$ cat src/hdl/vidcap_pkg.sv
// ~~~~~~~~~~~~~~~~~~~~~~~~~~~~~~~~~~~~~~~~~~~~~~~~~~~~~~~~~~~~~~~~~~~~~~
// Shared definitions for the BT.656 video capture path
// Bus widths, burst geometry and the structs passed between stages
// Modules pull these in with a wildcard import in their header
// ~~~~~~~~~~~~~~~~~~~~~~~~~~~~~~~~~~~~~~~~~~~~~~~~~~~~~~~~~~~~~~~~~~~~~~

package vidcap_pkg;

	localparam int mem_depth       = 27;            // Byte address width on memory bus
	localparam int burst_adr_w     = mem_depth - 5; // One burst spans 32 bytes
	localparam int words_per_burst = 8;             // 32-bit pixel words per burst
	localparam int beats_per_burst = 4;             // 64-bit bus beats per burst

	// XY byte of a timing reference code
	typedef struct packed {
		logic       one;  // Always set in a valid code
		logic       f;    // Field
		logic       v;    // Vertical blanking
		logic       h;    // 0 = SAV, 1 = EAV
		logic [3:0] prot; // Protection bits
	} timing_flags_t;

	// Same byte seen raw or split into flags
	typedef union packed {
		logic [7:0]    raw;
		timing_flags_t flags;
	} timing_code_u;

	// One 4:2:2 group of two luma samples sharing chroma
	typedef struct packed {
		logic [7:0] cb;
		logic [7:0] y0;
		logic [7:0] cr;
		logic [7:0] y1;
		logic       field;
		logic       first; // First quad after SAV
	} sample_quad_t;

	// Two RGB565 pixels, pix0 in the low half
	typedef struct packed {
		logic        field;
		logic [15:0] pix1;
		logic [15:0] pix0;
	} pixel_word_t;

	// Memory write request, held until ack
	typedef struct packed {
		logic [mem_depth-1:0] adr;
		logic [63:0]          dat;
		logic                 stb;
	} mem_req_t;

endpackage

$ cat src/hdl/bt656_sync_decoder.sv
// ~~~~~~~~~~~~~~~~~~~~~~~~~~~~~~~~~~~~~~~~~~~~~~~~~~~~~~~~~~~~~~~~~~~~~~
// BT.656 byte stream decoder
// Finds FF 00 00 XY timing codes, tracks field and blanking, and
// emits Cb-Y-Cr-Y quads one cycle after the Y1 byte strobe
// ~~~~~~~~~~~~~~~~~~~~~~~~~~~~~~~~~~~~~~~~~~~~~~~~~~~~~~~~~~~~~~~~~~~~~~
`timescale 1ns/100ps

module bt656_sync_decoder import vidcap_pkg::*; (
	input  logic         sys_clk,
	input  logic         sys_rst,
	input  logic [7:0]   vid_data,
	input  logic         vid_stb,
	output sample_quad_t quad,
	output logic         quad_stb
);

	logic [1:0]   pre_cnt;    // Preamble bytes matched so far
	timing_code_u xy;
	logic         xy_ok;
	logic         field_r;
	logic         active;     // Inside active window after SAV
	logic         first_pend; // Next quad is first of the line
	logic [1:0]   phase;      // Cb, Y0, Cr, Y1
	logic [7:0]   cb_r;
	logic [7:0]   y0_r;
	logic [7:0]   cr_r;
	logic         take;

	assign xy.raw = vid_data;

	// Leading one plus protection bits consistent with F, V, H
	assign xy_ok = xy.raw[7] & (xy.flags.prot == {xy.flags.v ^ xy.flags.h,
		xy.flags.f ^ xy.flags.h, xy.flags.f ^ xy.flags.v,
		xy.flags.f ^ xy.flags.v ^ xy.flags.h});

	// FF never occurs in video data, it can only start a preamble
	assign take = vid_stb & active & (pre_cnt == 2'd0) & (vid_data != 8'hff);

	always_ff @(posedge sys_clk) begin
		if (sys_rst) begin
			pre_cnt    <= 2'd0;
			field_r    <= 1'b0;
			active     <= 1'b0;
			first_pend <= 1'b0;
			phase      <= 2'd0;
			quad_stb   <= 1'b0;
		end else begin
			quad_stb <= 1'b0;
			if (vid_stb) begin
				case (pre_cnt)
					2'd0: if (vid_data == 8'hff) pre_cnt <= 2'd1;
					2'd1, 2'd2: begin
						if (vid_data == 8'h00)
							pre_cnt <= pre_cnt + 2'd1;
						else if (vid_data == 8'hff)
							pre_cnt <= 2'd1; // Restart on repeated FF
						else
							pre_cnt <= 2'd0;
					end
					2'd3: begin // XY byte
						pre_cnt <= 2'd0;
						if (xy_ok) begin
							field_r <= xy.flags.f;
							if (xy.flags.h) begin
								active <= 1'b0; // EAV
							end else begin
								active     <= ~xy.flags.v; // SAV, blanking lines stay closed
								first_pend <= 1'b1;
								phase      <= 2'd0;
							end
						end
					end
				endcase
				if (take) begin
					phase <= phase + 2'd1;
					if (phase == 2'd3) begin
						quad_stb   <= 1'b1;
						first_pend <= 1'b0;
					end
				end
			end
		end
	end

	// Sample gathering
	always_ff @(posedge sys_clk) begin
		if (take) begin
			case (phase)
				2'd0: cb_r <= vid_data;
				2'd1: y0_r <= vid_data;
				2'd2: cr_r <= vid_data;
				2'd3: begin
					quad.cb    <= cb_r;
					quad.y0    <= y0_r;
					quad.cr    <= cr_r;
					quad.y1    <= vid_data;
					quad.field <= field_r;
					quad.first <= first_pend;
				end
			endcase
		end
	end

endmodule

$ cat src/hdl/ycbcr_to_rgb565.sv
// ~~~~~~~~~~~~~~~~~~~~~~~~~~~~~~~~~~~~~~~~~~~~~~~~~~~~~~~~~~~~~~~~~~~~~~
// YCbCr 4:2:2 quad to RGB565 pixel pair converter
// Two register stages, accepts a new quad every cycle
// ~~~~~~~~~~~~~~~~~~~~~~~~~~~~~~~~~~~~~~~~~~~~~~~~~~~~~~~~~~~~~~~~~~~~~~
`timescale 1ns/100ps

module ycbcr_to_rgb565 import vidcap_pkg::*; (
	input  logic         sys_clk,
	input  logic         sys_rst,
	input  sample_quad_t quad,
	input  logic         quad_stb,
	output pixel_word_t  pix,
	output logic         pix_stb
);

	logic signed [8:0]  d;      // Cb - 128
	logic signed [8:0]  e;      // Cr - 128
	logic signed [17:0] r_prod;
	logic signed [17:0] g_prod;
	logic signed [17:0] b_prod;
	logic               s1_stb;
	logic               s1_field;
	logic [7:0]         s1_y0;
	logic [7:0]         s1_y1;
	logic signed [9:0]  r_off;
	logic signed [9:0]  g_off;
	logic signed [9:0]  b_off;

	function automatic logic [7:0] clamp8(input logic signed [10:0] s);
		logic [7:0] c;
		if (s < 0)
			c = 8'd0;
		else if (s > 11'sd255)
			c = 8'hff;
		else
			c = s[7:0];
		return c;
	endfunction

	function automatic logic [15:0] to_rgb565(input logic [7:0] y,
		input logic signed [9:0] ro, input logic signed [9:0] go,
		input logic signed [9:0] bo);
		logic signed [10:0] yy;
		logic [7:0]         rc;
		logic [7:0]         gc;
		logic [7:0]         bc;
		yy = $signed({3'b000, y});
		rc = clamp8(yy + 11'(ro));
		gc = clamp8(yy - 11'(go));
		bc = clamp8(yy + 11'(bo));
		return {rc[7:3], gc[7:2], bc[7:3]}; // R high, B low
	endfunction

	assign d = $signed({1'b0, quad.cb}) - 9'sd128;
	assign e = $signed({1'b0, quad.cr}) - 9'sd128;

	assign r_prod = 18'sd359 * 18'(e);
	assign g_prod = 18'sd88 * 18'(d) + 18'sd183 * 18'(e);
	assign b_prod = 18'sd454 * 18'(d);

	// Stage one, offsets are the products >>> 8
	always_ff @(posedge sys_clk) begin
		r_off    <= r_prod[17:8];
		g_off    <= g_prod[17:8];
		b_off    <= b_prod[17:8];
		s1_y0    <= quad.y0;
		s1_y1    <= quad.y1;
		s1_field <= quad.field;
	end

	// Stage two, add to luma, clamp and pack
	always_ff @(posedge sys_clk) begin
		pix.pix0  <= to_rgb565(s1_y0, r_off, g_off, b_off);
		pix.pix1  <= to_rgb565(s1_y1, r_off, g_off, b_off);
		pix.field <= s1_field;
	end

	always_ff @(posedge sys_clk) begin
		if (sys_rst) begin
			s1_stb  <= 1'b0;
			pix_stb <= 1'b0;
		end else begin
			s1_stb  <= quad_stb;
			pix_stb <= s1_stb;
		end
	end

endmodule

$ cat src/hdl/burst_buffer.sv
// ~~~~~~~~~~~~~~~~~~~~~~~~~~~~~~~~~~~~~~~~~~~~~~~~~~~~~~~~~~~~~~~~~~~~~~
// Burst staging memory for the capture DMA
// Written as 32-bit words, read back as registered 64-bit beats
// ~~~~~~~~~~~~~~~~~~~~~~~~~~~~~~~~~~~~~~~~~~~~~~~~~~~~~~~~~~~~~~~~~~~~~~
`timescale 1ns/100ps

module burst_buffer import vidcap_pkg::*; (
	input  logic                                 sys_clk,
	input  logic                                 we,
	input  logic [$clog2(words_per_burst)-1:0]   wa,
	input  logic [31:0]                          wd,
	input  logic [$clog2(beats_per_burst)-1:0]   ra,
	output logic [63:0]                          rd
);

	logic [31:0] mem [words_per_burst];

	always_ff @(posedge sys_clk) begin
		if (we)
			mem[wa] <= wd;
	end

	// Beat k is word 2k+1 above word 2k
	always_ff @(posedge sys_clk) begin
		rd <= {mem[{ra, 1'b1}], mem[{ra, 1'b0}]};
	end

endmodule

$ cat src/hdl/capture_dma.sv
// ~~~~~~~~~~~~~~~~~~~~~~~~~~~~~~~~~~~~~~~~~~~~~~~~~~~~~~~~~~~~~~~~~~~~~~
// Capture DMA, frame detection and burst writer
// Collects eight pixel words, then writes them as a four-beat burst
// on the strobe/ack memory bus at addresses counted up from adr_base
// ~~~~~~~~~~~~~~~~~~~~~~~~~~~~~~~~~~~~~~~~~~~~~~~~~~~~~~~~~~~~~~~~~~~~~~
`timescale 1ns/100ps

module capture_dma import vidcap_pkg::*; (
	input  logic                   sys_clk,
	input  logic                   sys_rst,
	input  logic [1:0]             field_filter,
	input  logic [burst_adr_w-1:0] adr_base,
	input  logic [15:0]            frame_bursts,
	input  pixel_word_t            pix,
	input  logic                   pix_stb,
	output mem_req_t               mem,
	input  logic                   mem_ack,
	output logic                   in_frame,
	output logic                   start_of_frame,
	output logic                   overflow
);

	enum logic [2:0] {
		st_wait_sof,
		st_collect,
		st_request, // Beat 0 goes out in the ack cycle
		st_beat1,
		st_beat2,
		st_beat3
	} state, state_nx;

	logic                   prev_field;
	logic                   prev_valid; // A word has been seen since reset
	logic                   accept;
	logic                   last_word;
	logic                   last_burst;
	logic                   bursting;
	logic [2:0]             wcnt;       // Write slot in burst buffer
	logic [1:0]             beat_ra;    // Read beat, one ahead of the bus
	logic [burst_adr_w-1:0] adr_b;
	logic [15:0]            burst_cnt;
	logic [63:0]            rd;

	burst_buffer u_buf (
		.sys_clk (sys_clk),
		.we      (accept),
		.wa      (wcnt),
		.wd      ({pix.pix1, pix.pix0}),
		.ra      (beat_ra),
		.rd      (rd)
	);

	always_ff @(posedge sys_clk) begin
		if (sys_rst)
			prev_valid <= 1'b0;
		else if (pix_stb)
			prev_valid <= 1'b1;
	end

	always_ff @(posedge sys_clk) begin
		if (pix_stb)
			prev_field <= pix.field;
	end

	assign in_frame = (state != st_wait_sof);

	// Field edge selected by filter, only while idle
	assign start_of_frame = pix_stb & prev_valid & ~in_frame &
		((field_filter[0] & prev_field & ~pix.field) |
		 (field_filter[1] & ~prev_field & pix.field));

	assign accept     = pix_stb & ((state == st_collect) | start_of_frame);
	assign last_word  = accept & (wcnt == 3'(words_per_burst - 1));
	assign bursting   = (state == st_request) | (state == st_beat1) |
		(state == st_beat2) | (state == st_beat3);
	assign last_burst = (burst_cnt + 16'd1) >= frame_bursts; // Zero acts as one

	always_comb begin
		state_nx = state;
		beat_ra  = 2'd0; // Keeps beat 0 ready while waiting for ack
		case (state)
			st_wait_sof: if (start_of_frame) state_nx = st_collect;
			st_collect:  if (last_word) state_nx = st_request;
			st_request: begin
				if (mem_ack) begin
					beat_ra  = 2'd1;
					state_nx = st_beat1;
				end
			end
			st_beat1: begin
				beat_ra  = 2'd2;
				state_nx = st_beat2;
			end
			st_beat2: begin
				beat_ra  = 2'd3;
				state_nx = st_beat3;
			end
			st_beat3: state_nx = last_burst ? st_wait_sof : st_collect;
			default:  state_nx = st_wait_sof;
		endcase
	end

	always_ff @(posedge sys_clk) begin
		if (sys_rst) begin
			state     <= st_wait_sof;
			wcnt      <= 3'd0;
			burst_cnt <= 16'd0;
			overflow  <= 1'b0;
		end else begin
			state <= state_nx;
			if (accept)
				wcnt <= wcnt + 3'd1; // Wraps to 0 after word 7
			else if (~in_frame)
				wcnt <= 3'd0;
			if (start_of_frame)
				burst_cnt <= 16'd0;
			else if (state == st_beat3)
				burst_cnt <= burst_cnt + 16'd1;
			if (pix_stb & bursting)
				overflow <= 1'b1; // Sticky until reset
		end
	end

	// Burst address, steps once the last beat is out
	always_ff @(posedge sys_clk) begin
		if (start_of_frame)
			adr_b <= adr_base;
		else if (state == st_beat3)
			adr_b <= adr_b + burst_adr_w'(1);
	end

	assign mem.adr = {adr_b, 5'd0};
	assign mem.dat = rd;
	assign mem.stb = (state == st_request);

endmodule

$ cat src/hdl/video_capture_top.sv
// ~~~~~~~~~~~~~~~~~~~~~~~~~~~~~~~~~~~~~~~~~~~~~~~~~~~~~~~~~~~~~~~~~~~~~~
// BT.656 video capture top level
// Decoder, RGB565 converter and capture DMA in a chain
// ~~~~~~~~~~~~~~~~~~~~~~~~~~~~~~~~~~~~~~~~~~~~~~~~~~~~~~~~~~~~~~~~~~~~~~
`timescale 1ns/100ps

module video_capture_top import vidcap_pkg::*; (
	input  logic                   sys_clk,
	input  logic                   sys_rst,
	input  logic [7:0]             vid_data,
	input  logic                   vid_stb,
	input  logic [1:0]             field_filter,
	input  logic [burst_adr_w-1:0] adr_base,
	input  logic [15:0]            frame_bursts,
	output mem_req_t               mem,
	input  logic                   mem_ack,
	output logic                   in_frame,
	output logic                   start_of_frame,
	output logic                   overflow
);

	sample_quad_t quad;
	logic         quad_stb;
	pixel_word_t  pix;
	logic         pix_stb;

	bt656_sync_decoder u_dec (
		.sys_clk  (sys_clk),
		.sys_rst  (sys_rst),
		.vid_data (vid_data),
		.vid_stb  (vid_stb),
		.quad     (quad),
		.quad_stb (quad_stb)
	);

	ycbcr_to_rgb565 u_conv (
		.sys_clk  (sys_clk),
		.sys_rst  (sys_rst),
		.quad     (quad),
		.quad_stb (quad_stb),
		.pix      (pix),
		.pix_stb  (pix_stb)
	);

	capture_dma u_dma (
		.sys_clk        (sys_clk),
		.sys_rst        (sys_rst),
		.field_filter   (field_filter),
		.adr_base       (adr_base),
		.frame_bursts   (frame_bursts),
		.pix            (pix),
		.pix_stb        (pix_stb),
		.mem            (mem),
		.mem_ack        (mem_ack),
		.in_frame       (in_frame),
		.start_of_frame (start_of_frame),
		.overflow       (overflow)
	);

endmodule

$ cat config.mk
export PLATFORM = sky130hd
export DESIGN_NAME = video_capture_top
export DESIGN_NICKNAME = d
export VERILOG_FILES = /design/src/hdl/vidcap_pkg.sv /design/src/hdl/bt656_sync_decoder.sv /design/src/hdl/ycbcr_to_rgb565.sv /design/src/hdl/burst_buffer.sv /design/src/hdl/capture_dma.sv /design/src/hdl/video_capture_top.sv
export SDC_FILE = /design/constraint.sdc
export NUM_CORES = 1
export LEC_CHECK = 0
export ABC_AREA = 0
export ABC_CLOCK_PERIOD_IN_PS = 6300
export BUFFER_PORTS_ARGS = -buffer_cell sky130_fd_sc_hd__buf_4
export CAP_MARGIN = 20
export CORE_MARGIN = 2
export CORE_UTILIZATION = 58
export DETAILED_ROUTE_END_ITERATION = 12
export PLACE_DENSITY = 0.8
export SETUP_SLACK_MARGIN = 0.1
export SLEW_MARGIN = 20
export SYNTH_ARGS = -nofsm -noshare
export SYNTH_HDL_FRONTEND = slang
export SYNTH_HIERARCHICAL = 1
export SYNTH_SLANG_ARGS = --single-unit
$ cat constraint.sdc
create_clock -name sys_clk -period 6.3 [get_ports sys_clk]
set_input_delay 0.63 -clock sys_clk [delete_from_list [all_inputs] [get_ports sys_clk]]
set_output_delay 0.63 -clock sys_clk [all_outputs]
set_load 0.01 [all_outputs]
---- Word-level counts from Yosys, hierarchy flattened ----
Memory sizes are Yosys's and may differ from the RTL's. A register that Yosys moved wholly into a read port is not among the register bits.
Index checks and enable logic that the tools add are counted.
storage, ports and cells
  register bits after elaboration ......... 193
  latch bits .............................. 0
  RAM bits ................................ 256
  memory bits (read-only) ................. 0
  input bits .............................. 52
  output and inout bits ................... 95
  logic and storage cells ................. 165
  memories ................................ 1
memories
  name             depth  width  read ports  clocked after Yosys merged registers in  write ports  RTL line            text
  u_dma.u_buf.mem  8      32     2           2                                        1            burst_buffer.sv:16  logic [31:0] mem [words_per_burst];
operators by class
  add/subtract/negate cells ............... 14
  multipliers ............................. 4
  divide/modulo/power cells ............... 0
  order comparisons ....................... 13
  eq/ne operators ......................... 21
  shift operators ......................... 0
  multiplexer cells ....................... 29
  bitwise operators ....................... 29
  reduce and logical (&&, ||, !) cells .... 19
operators by type and width
  operator                                                      count
  > comparator 11 x 9 -> 1 bit (second input constant)          6
  less-than comparator 11 x 1 -> 1 bit (second input constant)  6
  2-to-1 mux 8 bit                                              6
  adder 9 x 10 -> 11 bit                                        4
  2-to-1 mux 22 bit                                             2
  adder 22 x 1 -> 22 bit (second input constant)                1
  subtractor 9 x 10 -> 11 bit                                   2
  adder 18 bit                                                  1
  multiplier 10 x 9 -> 18 bit (first input constant)            1
  multiplier 9 x 9 -> 18 bit (first input constant)             1
  case mux 3 bit (6 select lines)                               1
  subtractor 8 x 8 -> 9 bit (second input constant)             2
  multiplier 9 x 9 -> 17 bit (first input constant)             1
  adder 16 x 1 -> 16 bit (second input constant)                1
  greater-or-equal comparator 16 bit                            1
  2-to-1 mux 3 bit                                              5
  AND 1 bit                                                     14
  multiplier 5 x 9 -> 14 bit (first input constant)             1
  2-to-1 mux 2 bit                                              6
  case mux 2 bit (3 select lines)                               2
  AND reduction 2 bit                                           5
  equality test 3 bit (second input constant)                   3
  equality test 2 bit (second input constant)                   4
  equality test 8 bit (second input constant)                   1
  other kinds (22)                                              52

---- Logic depth before layout (Yosys ltp) ----
Gate-level depths: netlist of the first run.
  depth after elaboration ................. 10
  gate-level depth with buffers ........... 21
  depth with buffers taken out ............ 21

---- Cells and area by module ----
The synthesis of the first run kept the hierarchy.
by module, submodules not included
  module              instances  cells each  area an instance (um^2)  seq. area each (um^2)
  burst_buffer        1          406         10669.0                  8968.6
  ycbcr_to_rgb565     1          1009        9335.2                   1641.6
  capture_dma         1          364         3195.6                   1171.1
  bt656_sync_decoder  1          145         2476.1                   1901.8

---- Least setup slack after synthesis of the first run ----
OpenSTA, ideal clock, no wires.
  path kind ............................... input -> register
  start ................................... input port field_filter[0]
  end ..................................... memory u_dma.u_buf.mem[0][0], enable pin
  setup time .............................. 0.513 ns
  arrival time ............................ 4.672 ns
  required time ........................... 5.787 ns
  slack ................................... 1.115 ns
  stages .................................. 6
  path buffers ............................ 0
  cells stage by stage .................... and3b_1 o211ai_2 o21ai_0 nand2_1 inv_1 nor4b_1
on the way
  longest elaborated chain between the ends .. 8
RTL lines
  item                                    RTL line                 text
  from (decl)                             video_capture_top.sv:12  input logic [1:0] field_filter,
  AND 1 bit (2 in a row)                  capture_dma.sv:69        ((field_filter[0] & prev_field & ~pix.field) |
  bitwise OR 1 bit                        capture_dma.sv:69
  AND 1 bit                               capture_dma.sv:68        assign start_of_frame = pix_stb & prev_valid & ~in_frame &
  bitwise OR 1 bit                        capture_dma.sv:72        assign accept = pix_stb & ((state == st_collect) | start_of_frame);
  AND 1 bit                               capture_dma.sv:72
  net u_dma.accept                        capture_dma.sv:34        logic accept;
  2-to-1 mux 1 bit                        burst_buffer.sv:19       if (we)
  2-to-1 mux 1 bit (implied by the code)  burst_buffer.sv:20       mem[wa] <= wd;
  to (decl)                               burst_buffer.sv:16
The timed path passes the listed nets, and every way through them passes these cells.

---- Worst setup path in the final report of the first run ----
  start ................................... register, netlist name u_dec/quad[27]
  end ..................................... register u_conv.g_off[7]
on the way
  longest elaborated chain between the ends .. 3
RTL lines
  item                        RTL line               text
  subtractor 8 x 8 -> 9 bit   ycbcr_to_rgb565.sv:54  assign d = $signed({1'b0, quad.cb}) - 9'sd128;
  multiplier 5 x 9 -> 14 bit  ycbcr_to_rgb565.sv:58  assign g_prod = 18'sd88 * 18'(d) + 18'sd183 * 18'(e);
  adder 18 bit                ycbcr_to_rgb565.sv:58
  net u_conv.g_prod[15]       ycbcr_to_rgb565.sv:19  logic signed [17:0] g_prod;
  to (signal assigned)        ycbcr_to_rgb565.sv:64  g_off <= g_prod[17:8];
  to (decl)                   ycbcr_to_rgb565.sv:26  logic signed [9:0] g_off;
The timed path passes the listed nets, and every way through them passes these cells.
A chain may end at the register's enable or synchronous reset.

==> flow_summary_export.csv, run 1 <==
group,metric,value,unit
sta,final_min_period_over_clock_period,86.0,%
global_route,grt_antenna_before_repair,0,
cts,ctsRootBufferMaster,"clkbuf_16",
cts,cts_sinks,513,
critical_path,worst-endpoint-required,6.82,ns
sta,max_clock_freq,0.185,GHz
global_route,globalRoute.totalOverflow,0,
placement,io_buffer_count,141,
route,wire_per_inst,19.2,µm
cts,post_cts_hold_buffer_count,0,
sta,timing.final.setup_violations,0,
power_and_ir_drop,power.density_cell_area,228,mW/mm²
global_route,globalRouteTotalUtil,22.5,%
power_and_ir_drop,combinational_share_of_power,1.0,%
route,remaining_drc_errors,0,
placement,gpl.final_weighted_congestion,0.896,
sta,unrepaired_setup_endpoints_after_global_routing,"no",
die,floorplan_core_area,0.0434,mm²
power_and_ir_drop,sequentialPowerShare,53.8,%
job,maxCapViolCount,0,
cells_and_area,drive_gt1_share,16.4,%
critical_path,cp_data_arrival_time,5.94,ns
cts,htree_num_levels,2,
power_and_ir_drop,swShare,19.7,%
sta,skew,0.0303,ns
cts,ctsResizeCount,0,
power_and_ir_drop,static-leakage-power,11.5,nW
route,first_pass_iteration_count_of_the_detailed_router,5,
global_route,grt_first_pass_wirelength,82.3,mm
critical_path,crit_path_start_kind,"flop",
die,floorplan.rows,76,
global_route,global_route.usage.met3,2.94,%
power_and_ir_drop,internal-power,5.29,mW
cts,cts_setup_buffers,0,
sta,finalHoldViolations,0,
power_and_ir_drop,power_frac_clock,45.2,%
global_route,vias_in_the_first_global_route,15500,
hold_path,min-delay-path-class,"reg -> reg",
route,drt_iter0_drc,869,
logic_synthesis,yosysWarnings,6,
sta,setup-tns-final,0,ns
critical_path,cp_max_fo,7,
die,dieWidth,214,µm
power_and_ir_drop,switching_power,1.29,mW
sta,worst_pin_slew,0.947,ns
die,initial_cell_density_of_the_core,59.1,%
cells_and_area,design.final.nets,2434,
cts,worst_skew_pair.late_latency,0.60,ns
die,floorplan.die_area,0.0459,mm²
global_route,grt-busiest-layer,"met2",
global_route,use_met1,29.6,%
logic_synthesis,post_synthesis_average_cell_area,13.3,µm²
route,vias,15300,
power_and_ir_drop,ir_worst_vdd,0.000221,V
cells_and_area,n_fill_cell,3045,
cts,cts-buffers-inserted,50,
placement,detailed_place_hpwl,36.1,mm
logic_synthesis,synthesis.instances,1920,
sta,finalCriticalPeriod,5.42,ns
cts,tritoncts,"built",
global_route,groute.layer.met2.usage,39.1,%
global_route,pin_count_of_the_biggest_net_entering_global_routing,66,
cells_and_area,area_delta_synth_final,12.9,%
die,io_pins,147,
cells_and_area,post-route-util,66.7,%
sta,worst_case_headroom_to_the_max_slew_limit,36.9,%
logic_synthesis,synth.cell_area,0.0256,mm²
cts,clk_transition_reported_paths,0.06,ns
route,finalWirelength,51.9,mm
cts,ctsLongestPathBuffers,3,
route,antenna_left,0,
cells_and_area,antenna_cells,0,
critical_path,timing.setup.critical_path_class,"reg -> reg",
route,via_per_inst,5.66,
sta,finalMaxSlewViolations,0,
critical_path,critPathCaptureType,"flop",
run_status,run_status,"finished clean",
die,die-height,214,µm
-- cell type report --
cell class	count	area, µm²	share of cell area (%)
tap	585	732	2.53
clock buffer	77	1550	5.36
multi-input combinational	1149	10900	37.7
inverter	216	811	2.80
clock inverter	16	145	0.502
timing repair buffer	153	1150	3.97
sequential	513	13600	47.2
-- stage by stage --
stage                     worst slack [ns]  power [mW]  cells  hold slack, ns  instance area (µm²)
after floorplan                       1.11        3.64   1924           0.310                25600
after global placement                1.02        3.68   2616           0.313                27200
after detailed placement             0.919        3.68   2616           0.322                27200
after CTS                            0.891        6.65   2709           0.299                28900
after global routing                 0.691        6.77   2709           0.306                28900
final                                0.880        6.58   2709           0.329                28900
-- worst max-delay path, cell delays in order, from the launching register on --
cell	delay, ns
edfxtp_1	0.53
ha_1	0.37
fa_1	0.46
ha_1	0.35
a21oi_1	0.26
xnor2_1	0.13
fa_1	0.49
inv_1	0.05
fa_1	0.48
inv_1	0.06
fa_1	0.48
ha_1	0.35
o21ai_0	0.17
nand2b_1	0.09
o311a_4	0.15
a311o_2	0.45
a311oi_2	0.32
xnor2_1	0.15
-- registers in the layout, indices dropped and copies added, names as in the netlist, 8 cells and up --
signal	cells
u_conv/b_off	10
u_conv/g_off	10
u_conv/pix	33
u_conv/r_off	10
u_conv/s1_y0	8
u_conv/s1_y1	8
u_dec/cb_r	8
u_dec/cr_r	8
u_dec/quad	33
u_dec/y0_r	8
u_dma/adr_b	22
u_dma/burst_cnt	16
u_dma/u_buf/mem	256
u_dma/u_buf/rd	64
-- path summary, 6_finish.rpt --
check	to	startpoint	cells after the start	slack (ns)
worst min register to register	u_conv/pix[32]$_DFF_P_	u_conv/s1_field$_DFF_P_	0	0.33
worst max-delay path	u_conv/g_off[7]$_DFF_P_	u_dec/quad[27]$_DFFE_PP_	17	0.88
worst min-delay path	u_conv/pix[32]$_DFF_P_	u_conv/s1_field$_DFF_P_	0	0.33
worst max register to register	u_conv/g_off[7]$_DFF_P_	u_dec/quad[27]$_DFFE_PP_	17	0.88
-- cell usage in the layout, fill, tap and decap left out, types with 16 or more instances in the layout --
cell type / count
clkbuf_16: 55
xnor2_1: 58
inv_1: 215
nand2_1: 80
o21bai_1: 19
mux4_2: 60
a211oi_1: 26
dfxtp_1: 177
nor2_1: 81
nor3_1: 40
nand3_1: 16
o21a_1: 22
edfxtp_1: 336
ha_1: 227
xor2_1: 46
a21o_1: 21
buf_4: 153
o21ai_0: 67
a21oi_1: 67
fa_1: 72
-- power groups by stage --
stage / clock network [mW] / logic [mW] / registers, mW
CTS: 3.04 / 0.0632 / 3.54
global placement: 0 / 0.0606 / 3.62
detailed placement: 0 / 0.0631 / 3.62
global route: 3.16 / 0.0687 / 3.54
finish: 2.97 / 0.0631 / 3.54
floorplan: 0 / 0.0279 / 3.62
-- layer usage --
metal  share of wire [%]  wire [µm]  vias to the layer above
li1                    -          -                     7292
met1                  42      22000                     7533
met2                  50      26100                      419
met3                 4.9       2530                       88
met4                 2.5       1280                        0
met5                   0          0                        -
Power figures use the tool's default switching activity.
==> run 2: changes to the inputs <==
--- a/config.mk
+++ b/config.mk
@@ -5,14 +5,13 @@
 export SDC_FILE = /design/constraint.sdc
 export NUM_CORES = 1
 export LEC_CHECK = 0
-export ABC_AREA = 0
 export ABC_CLOCK_PERIOD_IN_PS = 6300
 export BUFFER_PORTS_ARGS = -buffer_cell sky130_fd_sc_hd__buf_4
 export CAP_MARGIN = 20
 export CORE_MARGIN = 2
-export CORE_UTILIZATION = 58
+export CORE_UTILIZATION = 62
 export DETAILED_ROUTE_END_ITERATION = 12
-export PLACE_DENSITY = 0.8
+export PLACE_DENSITY = 0.84
 export SETUP_SLACK_MARGIN = 0.1
 export SLEW_MARGIN = 20
 export SYNTH_ARGS = -nofsm -noshare
==> flow_summary_export.csv, run 2 (same netlist as run 1, synthesis figures left out) <==
group,metric,value,unit
run_status,run_status,"finished clean",
cts,tritoncts,"built",
critical_path,worstReg2RegEnd,"u_conv/g_off[7]$_DFF_P_",
sta,finalMaxSlewViolations,0,
cells_and_area,layoutNonFillerInstCount,2657,
cells_and_area,top_register,"u_dma/u_buf/mem",
cts,post_cts_hold_buffer_count,0,
critical_path,cp_max_fo,7,
cells_and_area,final_common_cell,"edfxtp_1",
cells_and_area,largest_register_ffs,256,
cells_and_area,sequential_cell_area,0.0136,mm²
route,antenna_left,0,
critical_path,cp_data_arrival_time,5.87,ns
cells_and_area,layout_top_registers,"u_dma/u_buf/mem x256, u_dma/u_buf/rd x64",
global_route,grt_antenna_before_repair,0,
power_and_ir_drop,static-leakage-power,11.5,nW
sta,unrepaired_setup_endpoints_after_global_routing,"no",
cells_and_area,drive_gt1_share,16.2,%
power_and_ir_drop,ir_worst_vdd,0.000211,V
die,die-height,207,µm
critical_path,crit_end,"u_conv/g_off[7]$_DFF_P_",
sta,final_min_period_over_clock_period,85.2,%
power_and_ir_drop,power.density_cell_area,228,mW/mm²
die,floorplan.rows,74,
die,initial_cell_density_of_the_core,62.7,%
route,remaining_drc_errors,0,
cts,cts_setup_buffers,0,
critical_path,crit_path_start_kind,"flop",
sta,finalCriticalPeriod,5.37,ns
critical_path,worst-endpoint-required,6.80,ns
sta,finalHoldViolations,0,
cts,cts-buffers-inserted,50,
route,wire_per_inst,19.6,µm
job,maxCapViolCount,0,
cells_and_area,highest_count_cells_in_the_layout_ignoring_fill_and_taps,"edfxtp_1, ha_1, inv_1, dfxtp_1, buf_4",
global_route,pin_count_of_the_biggest_net_entering_global_routing,66,
cts,ctsResizeCount,0,
cts,htree_num_levels,2,
critical_path,critical-path-slowest-cell,"edfxtp_1",
cts,worst_skew_pair.late_latency,0.59,ns
sta,timing.final.setup_violations,0,
critical_path,r2r-start,"u_dec/quad[27]$_DFFE_PP_",
placement,gpl.final_weighted_congestion,0.912,
sta,setup-tns-final,0,ns
critical_path,critPathCaptureType,"flop",
die,floorplan_core_area,0.0408,mm²
cells_and_area,n_fill_cell,2660,
sta,worst_pin_slew,0.934,ns
sta,max_clock_freq,0.186,GHz
route,vias,15400,
placement,place.detailed.instances,2563,
cts,cts_sinks,513,
cells_and_area,area_delta_synth_final,12.5,%
critical_path,crit_start,"u_dec/quad[27]$_DFFE_PP_",
critical_path,slowest_cell_delay_on_critical_path,0.51,ns
route,first_pass_iteration_count_of_the_detailed_router,5,
die,io_pins,147,
route,drt_iter0_drc,1018,
cts,ctsLongestPathBuffers,3,
route,via_per_inst,5.81,
global_route,globalRoute.totalOverflow,0,
cells_and_area,antenna_cells,0,
sta,worst_case_headroom_to_the_max_slew_limit,37.7,%
route,finalWirelength,52.1,mm
cts,clk_transition_reported_paths,0.06,ns
cts,ctsRootBufferMaster,"clkbuf_16",
sta,skew,0.0273,ns
global_route,grt_first_pass_wirelength,82.9,mm
placement,io_buffer_count,141,
hold_path,min-delay-path-class,"reg -> reg",
cells_and_area,multi_input_comb_area,0.0109,mm²
cells_and_area,design.final.nets,2434,
critical_path,rrSetupSlack,0.93,ns
die,dieWidth,207,µm
die,floorplan.die_area,0.0429,mm²
critical_path,cp_cell_sequence,"ha_1 -> fa_1 -> ha_1 -> a21oi_1 -> xnor2_1 -> fa_1 -> inv_1 -> fa_1 -> inv_1 -> fa_1 -> ha_1 -> o21ai_0 -> nand2b_1 -> o311a_4 -> a311o_2 -> a311oi_2 -> xnor2_1",
critical_path,timing.setup.critical_path_class,"reg -> reg",
critical_path,timing.reg2reg.worst_path_depth,17,
global_route,globalRouteTotalUtil,24.2,%
placement,detailed_place_hpwl,35.7,mm
global_route,vias_in_the_first_global_route,15800,
critical_path,path_common_cell,"fa_1",
-- run 2: changes by cell type in the layout (fill, tap and decap cells not counted) --
cell | previous run | this run
clkinv_16 | 2 | 1
clkinv_4 | 0 | 1
bufinv_16 | 0 | 2
clkinvlp_4 | 2 | 1
clkbuf_16 | 55 | 53
clkinv_1 | 3 | 7
clkinv_2 | 6 | 9
clkbuf_8 | 9 | 5
inv_16 | 0 | 1
inv_6 | 3 | 1
-- run 2: per-layer routing --
layer  GRT usage, %  up-vias  wire, µm
met5              0        -         0
met3           2.90       95      2130
met2           43.9      432     27100
met4           7.49        0      1420
li1               -     7286         -
met1           30.4     7626     21500
-- run 2: final cells by class --
class / count / area share (%)
Multi-Input combinational cell: 1149 / 37.8
Sequential cell: 513 / 47.3
Timing Repair Buffer: 153 / 3.99
Clock buffer: 71 / 5.01
Inverter: 216 / 2.81
Tap cell: 532 / 2.31
Clock inverter: 23 / 0.725
-- run 2: through the flow --
step | worst slack (ns) | cell area [µm²] | total power [mW] | hold WS [ns] | utilization, %
2_1_floorplan | 1.11 | 25600 | 3.64 | 0.310 | -
3_5_place_dp | 0.941 | 27100 | 3.68 | 0.321 | 66.5
5_1_grt | 0.631 | 28800 | 6.72 | 0.312 | 70.5
4_1_cts | 0.926 | 28800 | 6.61 | 0.299 | 70.5
6_report | 0.930 | 28800 | 6.55 | 0.326 | 70.5
3_3_place_gp | 1.03 | 27100 | 3.68 | 0.316 | 66.5
-- run 2: worst min path at each step --
stage                                  startpoint                        to  slack, ns  cells after the start
final                     u_dec/quad[3]$_DFFE_PP_   u_conv/s1_y1[1]$_DFF_P_       0.33                      0
after global routing                  vid_data[7]   u_dec/y0_r[7]$_DFFE_PP_       0.31                      1
after CTS                             adr_base[2]  u_dma/adr_b[2]$_DFFE_PP_       0.30                      3
after detailed placement  u_conv/s1_field$_DFF_P_    u_conv/pix[32]$_DFF_P_       0.32                      0
after global placement    u_conv/s1_field$_DFF_P_    u_conv/pix[32]$_DFF_P_       0.32                      0
after floorplan           u_conv/s1_field$_DFF_P_    u_conv/pix[32]$_DFF_P_       0.31                      0
-- run 2: power by group --
part / switching [mW] / internal, mW / total, mW
combinational: 0.0316 / 0.0304 / 0.0620
clock: 1.26 / 1.69 / 2.95
sequential: 0.0000333 / 3.54 / 3.54
-- run 2: worst max-delay path, delay by kind of cell (launching register included) --
| kind | cells | cell delay (ns) |
|---|---|---|
| DFF | 1 | 0.51 |
| buffers and inverters | 2 | 0.10 |
| AOI/OAI and AO/OA | 5 | 1.34 |
| adders and majority gates | 7 | 2.98 |
| xor gates and xnor gates | 2 | 0.26 |
| and+or+nand+nor | 1 | 0.09 |
==> run 3: changes to the inputs <==
--- a/config.mk
+++ b/config.mk
@@ -5,13 +5,14 @@
 export SDC_FILE = /design/constraint.sdc
 export NUM_CORES = 1
 export LEC_CHECK = 0
-export ABC_CLOCK_PERIOD_IN_PS = 6300
+export ABC_CLOCK_PERIOD_IN_PS = 4500
 export BUFFER_PORTS_ARGS = -buffer_cell sky130_fd_sc_hd__buf_4
 export CAP_MARGIN = 20
 export CORE_MARGIN = 2
-export CORE_UTILIZATION = 62
+export CORE_UTILIZATION = 57
+export CTS_BUF_LIST = sky130_fd_sc_hd__clkbuf_2
 export DETAILED_ROUTE_END_ITERATION = 12
-export PLACE_DENSITY = 0.84
+export PLACE_DENSITY = 0.81
 export SETUP_SLACK_MARGIN = 0.1
 export SLEW_MARGIN = 20
 export SYNTH_ARGS = -nofsm -noshare
==> constraint.sdc (replaced) <==
create_clock -name sys_clk -period 4.5 [get_ports sys_clk]
set_input_delay 0.45 -clock sys_clk [delete_from_list [all_inputs] [get_ports sys_clk]]
set_output_delay 0.45 -clock sys_clk [all_outputs]
set_load 0.01 [all_outputs]
==> flow_summary_export.csv, run 3 (same netlist as run 1, synthesis figures left out) <==
group,metric,value,unit
run_status,run_status,"complete, but fails checks",
run_status,failed_checks,"negative setup slack",
hold_path,min-delay-path-class,"in -> reg",
cts,ctsLongestPathBuffers,3,
hold_path,worst_hold_startpoint,"adr_base[7]",
power_and_ir_drop,static-leakage-power,12.2,nW
sta,timing.final.setup_violations,7,
cells_and_area,layout_top_registers,"u_dma/u_buf/mem x256, u_dma/u_buf/rd x64",
cells_and_area,top_register,"u_dma/u_buf/mem",
route,routed.top_layer,"met4",
cells_and_area,design.final.nets,2623,
route,drt_iter0_drc,970,
critical_path,crit_start,"u_dec/quad[28]$_DFFE_PP_",
critical_path,cp_data_arrival_time,5.85,ns
die,dieWidth,216,µm
cts,htree_num_levels,3,
die,die-height,216,µm
die,io_pins,147,
route,wl_met2,27.4,mm
job,maxCapViolCount,0,
placement,gpl.final_weighted_congestion,0.895,
critical_path,worstReg2RegEnd,"u_conv/g_off[6]$_DFF_P_",
cells_and_area,post-route-util,67.6,%
sta,finalHoldWorstSlack,0.153,ns
cells_and_area,largest_register_ffs,256,
route,finalWirelength,53.7,mm
route,remaining_drc_errors,0,
die,floorplan.rows,77,
power_and_ir_drop,ir_worst_vdd,0.000181,V
critical_path,crit_path_start_kind,"flop",
cts,cts-buffers-inserted,117,
global_route,globalRoute.totalOverflow,0,
critical_path,crit_end,"u_conv/g_off[6]$_DFF_P_",
critical_path,rrSetupSlack,-0.35,ns
sta,worst_pin_slew,1.01,ns
placement,post-place-ws,-0.382,ns
route,wirelength_met1,21.8,mm
critical_path,timing.reg2reg.worst_path_depth,17,
route,wl_met3,2.78,mm
sta,skew,0.0957,ns
sta,finalCriticalPeriod,4.85,ns
global_route,pin_count_of_the_biggest_net_entering_global_routing,46,
die,initial_cell_density_of_the_core,57.8,%
cts,clk_transition_reported_paths,0.14,ns
critical_path,worst-endpoint-required,5.51,ns
power_and_ir_drop,power.density_cell_area,271,mW/mm²
route,antenna_left,0,
cells_and_area,layoutNonFillerInstCount,2970,
cells_and_area,area_delta_synth_final,16.9,%
critical_path,cp_max_fo,5,
cells_and_area,drive_gt1_share,26.0,%
global_route,globalRouteTotalUtil,23.0,%
global_route,grt_antenna_before_repair,3,
global_route,vias_in_the_first_global_route,16800,
cts,cts_sinks,513,
placement,place.detailed.instances,2690,
global_route,grt_first_pass_wirelength,84.9,mm
sta,setup-tns-final,-1.65,ns
cts,ctsRootBufferMaster,"clkbuf_2",
placement,io_buffer_count,141,
die,floorplan.die_area,0.0466,mm²
sta,finalMaxSlewViolations,0,
cells_and_area,highest_count_cells_in_the_layout_ignoring_fill_and_taps,"edfxtp_1, buf_4, ha_1, inv_1, clkbuf_2",
cts,worst_skew_pair.late_latency,1.17,ns
cells_and_area,final_common_cell,"edfxtp_1",
critical_path,critPathCaptureType,"flop",
cts,tritoncts,"built",
sta,max_clock_freq,0.206,GHz
sta,finalHoldViolations,0,
route,wire_per_inst,18.1,µm
sta,unrepaired_setup_endpoints_after_global_routing,"yes",
sta,post-route-worst-setup-slack,-0.347,ns
sta,final_min_period_over_clock_period,108,%
route,vias,16300,
sta,worst_case_headroom_to_the_max_slew_limit,32.7,%
critical_path,r2r-start,"u_dec/quad[28]$_DFFE_PP_",
die,floorplan_core_area,0.0443,mm²
critical_path,timing.setup.critical_path_class,"reg -> reg",
route,via_per_inst,5.49,
route,first_pass_iteration_count_of_the_detailed_router,6,
placement,detailed_place_hpwl,37.1,mm
[run 3: changes by cell type in the layout (fill, tap and decap cells not counted), moves of 7 or more]
cell / previous run / this run
buf_4: 153 / 225
inv_2: 0 / 10
clkbuf_2: 0 / 189
clkbuf_1: 13 / 0
o21ai_0: 67 / 60
inv_1: 215 / 205
dlygate4sd3_1: 0 / 42
ha_1: 227 / 207
a21oi_1: 67 / 54
clkinv_1: 7 / 24
clkbuf_16: 53 / 0
a21oi_2: 3 / 12
ha_4: 0 / 18
[run 3: area by class of cell]
cell class | instances | area [µm²]
flip-flops and latches | 513 | 13600
well taps | 592 | 741
clock inverters | 34 | 215
fillers | 3166 | 14400
inverters | 216 | 813
diodes | 2 | 5.00
repair buffers | 275 | 2220
clock buffers | 189 | 946
multi-input cells | 1149 | 11400
[run 3: power breakdown]
part	switching (mW)	internal [mW]	leakage (nW)	total (mW)
Sequential	0.0000414	4.95	4.49	4.95
Clock	1.79	1.24	0.886	3.03
Combinational	0.0531	0.0653	6.83	0.118
[run 3: worst min path at each step]
stage	to	slack, ns	cells after the start
finish	u_dma/adr_b[7]$_DFFE_PP_	0.15	4
global route	u_dma/adr_b[7]$_DFFE_PP_	0.07	4
CTS	u_dec/y0_r[6]$_DFFE_PP_	0.0007	2
detailed placement	u_conv/pix[32]$_DFF_P_	0.32	0
global placement	u_conv/pix[32]$_DFF_P_	0.32	0
floorplan	u_conv/pix[32]$_DFF_P_	0.31	0
[run 3: per-stage QoR]
step	instance area, µm²	total power [mW]
final	29900	8.11
after floorplan	25800	5.10
after global placement	27900	5.15
after CTS	29600	8.21
after global routing	29900	8.45
after detailed placement	27900	5.15
[run 3: metal layers]
metal / vias to the layer above / GRT usage [%]
met3: 122 / 4.13
met2: 495 / 40.1
met5: - / 0
met1: 7913 / 28.2
li1: 7782 / -
met4: 0 / 10.1
[run 3: what timing repair did]
| action | in CTS | in global routing |
|---|---|---|
| hold endpoints to repair | 115 | 0 |
| buffers inserted | 4 | 11 |
| hold buffers | 42 | 0 |
| gates resized for setup | 34 | 48 |
| pin swaps | 15 | 43 |
| endpoints found under the setup margin | 13 | 22 |
[run 3: critical path, stage by stage, from the launching register on]
cell and delay (ns):
edfxtp_1 0.52, ha_1 0.34, inv_2 0.04, fa_1 0.52, inv_2 0.05, ha_4 0.25, xnor2_2 0.14, fa_1 0.51
inv_2 0.05, fa_1 0.47, inv_1 0.05, fa_1 0.47, ha_4 0.20, o311a_4 0.36, a311o_2 0.39, buf_6 0.15
a21oi_4 0.10, xnor2_1 0.11
